## config.mk

```make
export PLATFORM = sky130hd
export DESIGN_NAME = video_top
export DESIGN_NICKNAME = d
export VERILOG_FILES = /design/src/video_pkg.sv /design/src/pixel_output.sv /design/src/raster_control.sv /design/src/sync_gen.sv /design/src/video_top.sv
export VERILOG_INCLUDE_DIRS = /design/src /design/src/src
export SDC_FILE = /design/constraint.sdc
export NUM_CORES = 1
export LEC_CHECK = 0
export ABC_AREA = 1
export BUFFER_PORTS_ARGS = -buffer_cell sky130_fd_sc_hd__buf_2
export CORE_ASPECT_RATIO = 1.4
export CORE_MARGIN = 2
export CORE_UTILIZATION = 50
export DETAILED_ROUTE_END_ITERATION = 7
export GPL_TIMING_DRIVEN = 1
export PLACE_DENSITY = 0.72
export SLEW_MARGIN = 20
export SYNTH_ARGS = -nofsm -noshare
export SYNTH_HDL_FRONTEND = slang
export SYNTH_HIERARCHICAL = 1
export SYNTH_SLANG_ARGS = --single-unit
export TNS_END_PERCENT = 1
```

## constraint.sdc

```tcl
create_clock -name clk -period 1.8 [get_ports clk]
set_input_delay 0.45 -clock clk [delete_from_list [all_inputs] [get_ports clk]]
set_output_delay 0.45 -clock clk [all_outputs]
set_load 0.02 [all_outputs]
```

## src/video_defines.svh

```systemverilog
`ifndef VIDEO_DEFINES_SVH
`define VIDEO_DEFINES_SVH

// ==================================================
// Mode timing for the fixed 256 x 256 raster
// ==================================================

// Horizontal timing in pixel clocks
`define H_DISPLAY 256
`define H_FP      8
`define H_PULSE   40
`define H_BP      16

// Vertical timing in whole lines
`define V_DISPLAY 256
`define V_FP      8
`define V_PULSE   7
`define V_BP      16

// Counter and colour channel widths
`define COORD_W   12
`define NIBBLE_W  4
`define CHANNEL_W 8

// The output stage adds two register stages after the counters, so the
// horizontal active window is opened this many clocks early to line up
// with the delayed sync pulses
`define PIPE_LEAD 2

// Derived totals, 320 clocks per line and 287 lines per frame
`define H_TOTAL (`H_DISPLAY + `H_FP + `H_PULSE + `H_BP)
`define V_TOTAL (`V_DISPLAY + `V_FP + `V_PULSE + `V_BP)

// Counts at which the active windows open and close
`define H_ACT_START (`H_PULSE + `H_BP - 1 - `PIPE_LEAD)
`define H_ACT_END   (`H_ACT_START + `H_DISPLAY)
`define V_ACT_START (`V_PULSE + `V_BP - 1)
`define V_ACT_END   (`V_ACT_START + `V_DISPLAY)

`endif

```

## src/video_pkg.sv

```systemverilog
`include "video_defines.svh"

package video_pkg;

  // ==================================================
  // Plain vector types
  // ==================================================

  // Raster counter value, wide enough for any supported total
  typedef logic [`COORD_W-1:0] coord_t;

  // One input colour channel as it arrives from the pixel source
  typedef logic [`NIBBLE_W-1:0] nibble_t;

  // One output colour channel after widening
  typedef logic [`CHANNEL_W-1:0] channel_t;

  // ==================================================
  // Bundles passed between the blocks
  // ==================================================

  // Input pixel, 12 bits
  typedef struct packed {
    nibble_t r;
    nibble_t g;
    nibble_t b;
  } rgb4_t;

  // Output pixel, 24 bits
  typedef struct packed {
    channel_t r;
    channel_t g;
    channel_t b;
  } rgb8_t;

  // Raster position as owned by the counter controller
  // line_end and frame_end are high on the last count they mark
  typedef struct packed {
    coord_t h_count;
    coord_t v_count;
    logic   line_end;
    logic   frame_end;
  } raster_pos_t;

  // Decoded timing flags, one clock behind the position
  typedef struct packed {
    logic hs;
    logic vs;
    logic h_act;
    logic v_act;
    logic h_edge;
    logic v_edge;
  } raster_flags_t;

  // Final video bus, syncs are active low
  typedef struct packed {
    logic  hs;
    logic  vs;
    logic  de;
    rgb8_t rgb;
  } video_out_t;

  // Whether the vertical counter sits inside the active lines
  typedef enum logic {
    FRAME_BLANK  = 1'b0,
    FRAME_ACTIVE = 1'b1
  } raster_fsm_t;

endpackage

```

## src/pixel_output.sv

```systemverilog
module pixel_output
(
  input  logic                     clk,
  input  logic                     reset_n,
  input  video_pkg::raster_flags_t flags,
  input  video_pkg::rgb4_t         pixel_in,
  output video_pkg::video_out_t    video_out
);

  import video_pkg::*;

  // Full scale on all three channels for the frame
  localparam rgb8_t RGB_WHITE = '1;

  logic  de_next;
  logic  border;
  rgb8_t widened;

  // Repeating the nibble maps 0x0 to 0x00 and 0xF to 0xFF, so the
  // full input range stretches evenly over the output range
  function automatic channel_t widen(input nibble_t n);
    return {n, n};
  endfunction

  // ==================================================
  // Enable and border select
  // ==================================================

  // Data enable needs both windows open in the same cycle
  assign de_next = flags.h_act & flags.v_act;

  // Edge flags are only meaningful inside the picture
  assign border = de_next & (flags.h_edge | flags.v_edge);

  // ==================================================
  // Colour widening
  // ==================================================

  assign widened = '{r: widen(pixel_in.r), g: widen(pixel_in.g), b: widen(pixel_in.b)};

  // ==================================================
  // Output register
  // ==================================================

  // One stage for the whole bus keeps syncs, enable and colour aligned
  // and gives an input to output latency of one clock
  always_ff @(posedge clk or negedge reset_n)
  begin
    if (!reset_n)
    begin
      video_out.hs  <= 1'b1;
      video_out.vs  <= 1'b1;
      video_out.de  <= 1'b0;
      video_out.rgb <= '0;
    end
    else
    begin
      video_out.hs <= flags.hs;
      video_out.vs <= flags.vs;
      video_out.de <= de_next;
      // Outside the frame the input passes straight through, also in
      // blanking where the sink ignores it
      if (border)
        video_out.rgb <= RGB_WHITE;
      else
        video_out.rgb <= widened;
    end
  end

endmodule

```

## src/raster_control.sv

```systemverilog
`include "video_defines.svh"

module raster_control
(
  input  logic                   clk,
  input  logic                   reset_n,
  output video_pkg::raster_pos_t pos
);

  import video_pkg::*;

  // line_end is registered, so it is raised one count before the last one
  localparam coord_t H_PRE_LAST = coord_t'(`H_TOTAL - 2);
  localparam coord_t V_LAST     = coord_t'(`V_TOTAL - 1);

  // Lines at which the vertical counter enters and leaves the picture
  localparam coord_t V_OPEN  = coord_t'(`V_ACT_START);
  localparam coord_t V_CLOSE = coord_t'(`V_ACT_END);

  coord_t      h_count;
  coord_t      v_count;
  logic        line_end;
  logic        frame_end;
  logic        line_end_next;
  logic        frame_end_next;
  raster_fsm_t state;
  raster_fsm_t state_next;

  // ==================================================
  // Frame state
  // ==================================================

  // The state moves only at the end of a line, together with v_count
  always_comb
  begin
    state_next = state;
    if (line_end)
    begin
      case (state)
        FRAME_BLANK:
          if (v_count == V_OPEN)
            state_next = FRAME_ACTIVE;
        FRAME_ACTIVE:
          if (v_count == V_CLOSE)
            state_next = FRAME_BLANK;
        default:
          state_next = FRAME_BLANK;
      endcase
    end
  end

  // A frame can only finish during blanking, so the last-line compare
  // is qualified by the state and never toggles inside the picture
  assign line_end_next  = (h_count == H_PRE_LAST);
  assign frame_end_next = line_end_next && (state == FRAME_BLANK) && (v_count == V_LAST);

  // ==================================================
  // Counters
  // ==================================================

  always_ff @(posedge clk or negedge reset_n)
  begin
    if (!reset_n)
    begin
      h_count   <= '0;
      v_count   <= '0;
      line_end  <= 1'b0;
      frame_end <= 1'b0;
      state     <= FRAME_BLANK;
    end
    else
    begin
      state     <= state_next;
      line_end  <= line_end_next;
      frame_end <= frame_end_next;
      // Horizontal wraps on every line end, vertical only on frame end
      if (line_end)
      begin
        h_count <= '0;
        if (frame_end)
          v_count <= '0;
        else
          v_count <= v_count + coord_t'(1);
      end
      else
      begin
        h_count <= h_count + coord_t'(1);
      end
    end
  end

  assign pos = '{h_count: h_count, v_count: v_count, line_end: line_end, frame_end: frame_end};

endmodule

```

## src/sync_gen.sv

```systemverilog
`include "video_defines.svh"

module sync_gen
(
  input  logic                     clk,
  input  logic                     reset_n,
  input  video_pkg::raster_pos_t   pos,
  output video_pkg::raster_flags_t flags
);

  import video_pkg::*;

  // Sync is low from the last count of the period up to these counts
  localparam coord_t H_SYNC_END = coord_t'(`H_PULSE - 1);
  localparam coord_t V_SYNC_END = coord_t'(`V_PULSE - 1);

  // Active window bounds, the horizontal one already shifted early
  localparam coord_t H_OPEN     = coord_t'(`H_ACT_START);
  localparam coord_t H_CLOSE    = coord_t'(`H_ACT_END);
  localparam coord_t H_LAST_COL = coord_t'(`H_ACT_END - 1);
  localparam coord_t V_OPEN     = coord_t'(`V_ACT_START);
  localparam coord_t V_CLOSE    = coord_t'(`V_ACT_END);
  localparam coord_t V_LAST_ROW = coord_t'(`V_ACT_END - 1);

  logic hs_q;
  logic vs_q;
  logic h_act_q;
  logic v_act_q;
  logic h_edge_q;
  logic v_edge_q;

  // ==================================================
  // Horizontal decode
  // ==================================================

  // hs covers the last count of the line plus counts 0 to 38, which
  // after the register gives a 40 clock low pulse
  always_ff @(posedge clk or negedge reset_n)
  begin
    if (!reset_n)
    begin
      hs_q     <= 1'b1;
      h_act_q  <= 1'b0;
      h_edge_q <= 1'b0;
    end
    else
    begin
      hs_q <= !(pos.line_end || (pos.h_count < H_SYNC_END));
      if (pos.h_count == H_OPEN)
        h_act_q <= 1'b1;
      else if (pos.h_count == H_CLOSE)
        h_act_q <= 1'b0;
      // First and last clock of the active window form the side border
      h_edge_q <= (pos.h_count == H_OPEN) || (pos.h_count == H_LAST_COL);
    end
  end

  // ==================================================
  // Vertical decode
  // ==================================================

  // Everything vertical moves once per line, at the line end
  always_ff @(posedge clk or negedge reset_n)
  begin
    if (!reset_n)
    begin
      vs_q     <= 1'b1;
      v_act_q  <= 1'b0;
      v_edge_q <= 1'b0;
    end
    else if (pos.line_end)
    begin
      vs_q <= !(pos.frame_end || (pos.v_count < V_SYNC_END));
      if (pos.v_count == V_OPEN)
        v_act_q <= 1'b1;
      else if (pos.v_count == V_CLOSE)
        v_act_q <= 1'b0;
      // Whole first and last active line form the top and bottom border
      v_edge_q <= (pos.v_count == V_OPEN) || (pos.v_count == V_LAST_ROW);
    end
  end

  assign flags = '{hs: hs_q, vs: vs_q, h_act: h_act_q, v_act: v_act_q,
                   h_edge: h_edge_q, v_edge: v_edge_q};

endmodule

```

## src/video_top.sv

```systemverilog
module video_top
(
  input  logic                  clk,
  input  logic                  reset_n,
  input  video_pkg::rgb4_t      pixel_in,
  output video_pkg::video_out_t video_out
);

  import video_pkg::*;

  // Raster position from the counter controller
  raster_pos_t   pos;

  // Decoded sync and window flags, one clock behind pos
  raster_flags_t flags;

  // ==================================================
  // Timing chain
  // ==================================================

  // Free running line and frame counters
  raster_control u_raster_control
  (
    .clk     (clk),
    .reset_n (reset_n),
    .pos     (pos)
  );

  // Sync pulses, active windows and border edges
  sync_gen u_sync_gen
  (
    .clk     (clk),
    .reset_n (reset_n),
    .pos     (pos),
    .flags   (flags)
  );

  // Final register stage with the colour path
  pixel_output u_pixel_output
  (
    .clk       (clk),
    .reset_n   (reset_n),
    .flags     (flags),
    .pixel_in  (pixel_in),
    .video_out (video_out)
  );

endmodule

```

==> results.toml, run 1 <==
[route]
drt_iter0_markers = 98
vias = 2041
drtPass1Iterations = 4
drc = 0
wire_per_inst_microns = 10.7
antenna_left = 0
drt_wl_total_mm = 4.59
vias_per_cell = 4.78

[synthesis]
synth_top_family_by_area = "simple AND/OR/NAND/NOR gates"
netlist_top_cells_area = "dfrtp_1 43%, nand2_1 12%, nor2_1 8.4%"
muxShareOfSynthArea_pct = 0.388
synth_adder_area_share_pct = 1.94
avgSynthCellArea_sq_um = 7.68
yosys.area.top_type = "dfrtp_1"
syn_inst = 336
yosys.area_share.simple_pct = 32.7
synthXorXnorAreaFrac_pct = 0.339
ys_types = 28
yosysWarnings = 6
syn_nets = 354
synth_compound_area_share_pct = 2.62
netlist_area_sq_mm = 0.00258
ys_ff_latch = 48
ys_seq_area_share_pct = 46.7
yosys.area.top_type_share_pct = 42.7

[critical_path]
startpoint_type = "flip-flop"
reg2reg_depth = 6
setup.worst_path.end_class = "flip-flop"
r2r_start = "u_raster_control/h_count[0]$_DFF_PN0_"
r2r_end = "u_raster_control/h_count[10]$_DFF_PN0_"
reg2reg_slack_ns = 0.33
worstPathRequired_ns = 2.00
startpoint = "u_raster_control/h_count[0]$_DFF_PN0_"
crit_fanout = 7
crit_type = "flip-flop to flip-flop"
cp_data_arrival_time_ns = 1.66

[cts]
numCtsBuffers = 5
cts_hold_buffers = 0
cts_setup_buffers = 0
cts.path.max_buffers = 2
cts_root_buffer = "clkbuf_8"
clock-sinks = 48
clk_latency_ns = 0.30
htreeDepth = 2
cts-resized-gates = 0
cts_tree = "done"
path_clk_slew_ns = 0.09

[power_and_ir_drop]
switching_power_w = 0.000436
p_leak_nw = 1.53
p_clk_share_pct = 38.8
pwr_density_cell_mw_per_mm2 = 701
seq_power_share_pct = 55.5
p_comb_share_pct = 5.7
p_sw_share_pct = 22.1
power.internal_w = 0.00154
ir_worst_vdd_v = 0.000463

[timing]
setup_viol = 0
finalCritPeriodShare_pct = 81.5
fin_setup_tns_ns = 0
rsz0062_at_grt = "false"
slew_headroom_pct = 65.3
hold_violations = 0
slew_violations = 0
tightestPinTransition_ns = 0.520
max_freq_ghz = 0.682
min_period_ns = 1.47
skew_ns = 0.00443

[placement]
portBuffers = 40
gp_congestion = 0.830
dpl.hpwl_mm = 3.46
post_dp_cell_area_sq_mm = 0.00271

[floorplanning]
die_w_microns = 64.7
die_area_sq_mm = 0.00576
start_util_pct = 52.5
core_area_sq_mm = 0.00492
dieHeight_microns = 89.0
fp-row-count = 30
ios = 41

[global_routing]
grt_max_degree = 26
antenna_found_initial = 0
grt_pass1_vias = 1867
grt_overflow = 0
grt_pass1_wl_mm = 7.98
grt_usage_pct = 17.7

[finish]
postLayoutCellArea_sq_mm = 0.00282
final_net_count = 380
antennaDiodeCount = 0
area_growth_syn_to_layout_pct = 9.26
layout-drive-gt1-share_pct = 19.3

[flow_run]
cap_violations = 0

[min_path]
hold_path.class = "input pin to asynchronous set/reset pin"

[outcome]
outcome = "finished clean"
[synthesized netlist by cell type (all sizes together)]
cell type  number
nor3b           2
and3            1
or2             1
nor3            5
o21ai           4
ha              4
nand4           3
nand3b          3
dfstp           4
clkbuf          1
xor2            1
nand3          28
mux2i           1
nand2          83
o31ai           1
buf            22
a21oi           8
dfrtp          44
inv            57
nor2           63
[flip-flops by register name (all words and copies together) (netlist names)]
signal / cells
u_pixel_output/video_out: 15
u_raster_control/frame_end: 1
u_raster_control/h_count: 12
u_raster_control/line_end: 1
u_raster_control/state: 1
u_raster_control/v_count: 12
u_sync_gen/h_act_q: 1
u_sync_gen/h_edge_q: 1
u_sync_gen/hs_q: 1
u_sync_gen/v_act_q: 1
u_sync_gen/v_edge_q: 1
u_sync_gen/vs_q: 1
[cells in the final DEF, fill, tap and decap left out, types with 2 or more instances in the layout]
master    Yosys  final
nand2_1      80     80
nor2_1       58     58
inv_1        54     54
dfrtp_1      44     44
buf_2         1     40
nand3_1      25     25
a21oi_1       8      8
clkbuf_8      1      5
nor3_1        5      5
dfstp_2       4      4
o21ai_0       4      4
ha_1          4      4
inv_2         3      3
nand2_2       3      3
nand4_1       3      3
nand3_2       3      3
nor2_4        3      3
nor2_2        2      2
nand3b_1      2      2
nor3b_1       2      2
[through the flow]
step / setup slack (ns) / power [W] / std cells / hold WS, ns / utilization (%)
final: 0.334 / 0.00198 / 427 / 0.115 / 57.4
after global routing: 0.180 / 0.00206 / 427 / 0.147 / 57.4
after CTS: 0.351 / 0.00201 / 427 / 0.132 / 57.4
after detailed placement: 0.363 / 0.00123 / 419 / 0.353 / 55.1
after global placement: 0.425 / 0.00123 / 419 / 0.348 / 55.1
after floorplan: 0.543 / 0.00119 / 336 / 0.154 / -
[worst max path at each step]
stage / to / slack [ns] / depth (start not counted)
finish: u_raster_control/h_count[10]$_DFF_PN0_ / 0.33 / 6
global route: u_raster_control/h_count[8]$_DFF_PN0_ / 0.18 / 6
CTS: u_raster_control/h_count[10]$_DFF_PN0_ / 0.35 / 6
detailed placement: u_raster_control/h_count[10]$_DFF_PN0_ / 0.36 / 6
global placement: u_raster_control/h_count[10]$_DFF_PN0_ / 0.42 / 6
floorplan: u_raster_control/h_count[10]$_DFF_PN0_ / 0.54 / 6
[power groups by stage]
stage	registers [W]	clock network, W	logic, W
2_1_floorplan	0.00114	0	0.0000482
3_3_place_gp	0.00112	0	0.000115
3_5_place_dp	0.00112	0	0.000115
4_1_cts	0.00110	0.000798	0.000116
5_1_grt	0.00110	0.000834	0.000126
6_report	0.00110	0.000767	0.000112
[critical path, cell delays in order, from the launching register on]
cell	delay, ns
dfrtp_1	0.46
ha_1	0.23
nand3_1	0.16
nor3_1	0.30
nand2_1	0.09
nand2_1	0.07
nor2_1	0.05
[cells by family after synthesis]
kind of cell    Yosys count
buf+inv                  80
xor+xnor                  1
flops                    48
compound gates           13
simple gates            189
fa+ha+maj                 4
mux                       1
[routing by layer]
layer	vias to the layer above	global-route usage, %	wire length [microns]
li1	1048	-	-
met1	946	20.3	1960
met2	38	32.7	2390
met3	9	3.02	144
met4	0	7.35	89
met5	-	0	0
[final cells by class]
type | count | area [sq um]
Timing Repair Buffer | 42 | 228
Sequential cell | 48 | 1210
Clock inverter | 3 | 42.5
Multi-Input combinational cell | 208 | 981
Inverter | 57 | 214
Fill cell | 458 | 2100
Clock buffer | 5 | 68.8
Tap cell | 64 | 80.1
Note: power is estimated with default switching activity, not from simulation.
==> run 2: changes to the inputs <==
--- a/config.mk
+++ b/config.mk
@@ -13,7 +13,7 @@
 export CORE_UTILIZATION = 50
 export DETAILED_ROUTE_END_ITERATION = 7
 export GPL_TIMING_DRIVEN = 1
-export PLACE_DENSITY = 0.72
+export PLACE_DENSITY = 0.75
 export SLEW_MARGIN = 20
 export SYNTH_ARGS = -nofsm -noshare
 export SYNTH_HDL_FRONTEND = slang
==> constraint.sdc (replaced) <==
create_clock -name clk -period 1.2 [get_ports clk]
set_input_delay 0.3 -clock clk [delete_from_list [all_inputs] [get_ports clk]]
set_output_delay 0.3 -clock clk [all_outputs]
set_load 0.02 [all_outputs]
==> results.toml, run 2 (synthesis gave the netlist of run 1 again) <==
[timing]
fin_ws_ns = -0.0454
rsz0062_at_grt = "true"
max_freq_ghz = 0.803
min_period_ns = 1.25
hold_violations = 0
slew_headroom_pct = 80.5
setup_viol = 3
finalCritPeriodShare_pct = 104
skew_ns = 0.0163
slew_violations = 0
tightestPinTransition_ns = 0.293

[critical_path]
r2r_start = "u_raster_control/v_count[1]$_DFFE_PN0P_"
cp_data_arrival_time_ns = 0.95
cp_slowest_cell = "dfstp_2"
worstPathRequired_ns = 0.90
crit_fanout = 1
reg2reg_slack_ns = -0.01
setup.worst_path.end_class = "output pin"
reg2reg_depth = 5
cp_top_family = "flip-flops"
r2r_end = "u_raster_control/v_count[4]$_DFFE_PN0P_"
crit_type = "flip-flop to output pin"
startpoint_type = "flip-flop"
path_buf_inv = 1
slowest_delay_ns = 0.54
worstPathCellList = "buf_6"

[placement]
placed_cells = 429
gp_congestion = 0.815
dpl.hpwl_mm = 3.52
post_dp_cell_area_sq_mm = 0.00280
portBuffers = 40

[finish]
layout_commonest_cell = "nand2_1"
register_area_sq_mm = 0.00122
multi_input_area_sq_mm = 0.00111
largestRegisters = "u_pixel_output/video_out (15), u_raster_control/h_count (12), u_raster_control/v_count (12)"
largest_reg_flops = 15
regMostFlops = "u_pixel_output/video_out"
layoutNonFillerInstCount = 439
antennaDiodeCount = 0
area_growth_syn_to_layout_pct = 20.9
layout_common_cells = "80 x nand2_1, 52 x inv_1, 52 x nor2_1"
num-fill-cells = 402
final_net_count = 392
layout-drive-gt1-share_pct = 29.3
postLayoutCellArea_sq_mm = 0.00312

[outcome]
violations = "negative setup slack"
outcome = "complete, but fails checks"

[floorplanning]
fp-row-count = 30
ios = 41
die_w_microns = 64.7
dieHeight_microns = 89.0
core_area_sq_mm = 0.00492
die_area_sq_mm = 0.00576
start_util_pct = 52.5

[global_routing]
grt_pass1_vias = 1821
grt_pass1_wl_mm = 7.98
grt_max_degree = 22
antenna_found_initial = 0
grt_overflow = 0
grt_usage_pct = 17.7

[route]
antenna_left = 0
drt_wl_total_mm = 5.01
drt_iter0_markers = 109
vias_per_cell = 4.91
drc = 0
vias = 2157
drtPass1Iterations = 4
wire_per_inst_microns = 11.4

[power_and_ir_drop]
pwr_density_cell_mw_per_mm2 = 1030
p_clk_share_pct = 43.5
switching_power_w = 0.000683
seq_power_share_pct = 51.0
ir_worst_vdd_v = 0.000674
p_sw_share_pct = 21.2
p_comb_share_pct = 5.5
p_leak_nw = 1.58
power.internal_w = 0.00254
p_total_w = 0.00322

[cts]
cts_tree = "done"
cts_root_buffer = "clkbuf_8"
clk_latency_ns = 0.31
cts.path.max_buffers = 2
numCtsBuffers = 5
htreeDepth = 2
path_clk_slew_ns = 0.09
clock-sinks = 48

[min_path]
hold_depth = 3
min_from = "pixel_in[10]"
hold_path.class = "input pin to flip-flop"
hold_end = "u_pixel_output/video_out[22]$_DFF_PN0_"

[flow_run]
cap_violations = 0
==> run 2: cell count changes in the layout (fill, tap and decap cells not counted), moves of 3 or more <==
cell	delta
nand3_4	+3
dfrtp_1	-11
ha_4	+3
dfrtp_2	+11
nand3_1	-5
buf_4	+6
buf_6	+6
ha_1	-3
nor2_1	-6
nor2_2	+4
==> run 2: tightest hold or removal path, cell delays in order <==
cell     delay, ns
buf_2         0.07
inv_1         0.03
nand2_1       0.05
==> run 2: final cells by class <==
type / instances / share of cell area, %
clock buffers: 5 / 2.20
clock inverters: 3 / 2.20
inverters: 57 / 6.93
multi-input cells: 208 / 35.5
flip-flops and latches: 48 / 39.1
well taps: 64 / 2.57
repair buffers: 54 / 11.5
==> run 2: power by group through the flow <==
stage                     Sequential (W)  Clock, W  Combinational [W]
after floorplan                  0.00171         0          0.0000723
after global placement           0.00168         0           0.000179
after detailed placement         0.00168         0           0.000181
after CTS                        0.00164   0.00142           0.000184
after global routing             0.00165   0.00151           0.000198
final                            0.00164   0.00140           0.000178
==> run 2: through the flow <==
stage          hold WS (ns)  setup WS (ns)  setup TNS, ns  utilization, %
4_1_cts               0.174        -0.0536         -0.111            60.3
3_3_place_gp          0.200        0.00390              0            57.0
2_1_floorplan       0.00441        0.00339              0               -
6_report              0.178        -0.0454        -0.0938            63.5
3_5_place_dp          0.203        -0.0415        -0.0749            57.0
5_1_grt               0.162        -0.0972         -0.978            63.5
==> run 2: worst max-delay path by stage <==
stage                                                  startpoint                                       end  slack, ns  cells after the start
after floorplan           u_raster_control/v_count[1]$_DFFE_PN0P_  u_raster_control/v_count[10]$_DFFE_PN0P_      0.003                      6
after global placement    u_raster_control/v_count[0]$_DFFE_PN0P_  u_raster_control/v_count[10]$_DFFE_PN0P_      0.004                      6
after detailed placement  u_raster_control/v_count[0]$_DFFE_PN0P_   u_raster_control/v_count[8]$_DFFE_PN0P_      -0.04                      6
after CTS                  u_pixel_output/video_out[25]$_DFF_PN1_                             video_out[25]      -0.05                      1
after global routing        u_raster_control/h_count[5]$_DFF_PN0_    u_raster_control/h_count[10]$_DFF_PN0_       -0.1                      6
final                      u_pixel_output/video_out[25]$_DFF_PN1_                             video_out[25]      -0.05                      1
==> run 2: layer usage <==
layer | global-route usage [%] | wire, microns
met2 | 32.7 | 2640
met4 | 5.22 | 82
met1 | 20.5 | 2060
met5 | 0 | 0
met3 | 3.65 | 223
==> run 2: timing repair <==
action	4_1_cts	5_1_grt
resized for setup	6	41
setup buffers	0	1
gates cloned	0	0
endpoints found under the setup margin	7	21
hold endpoints to repair	8	0
pin swaps	1	11
hold buffers	1	0
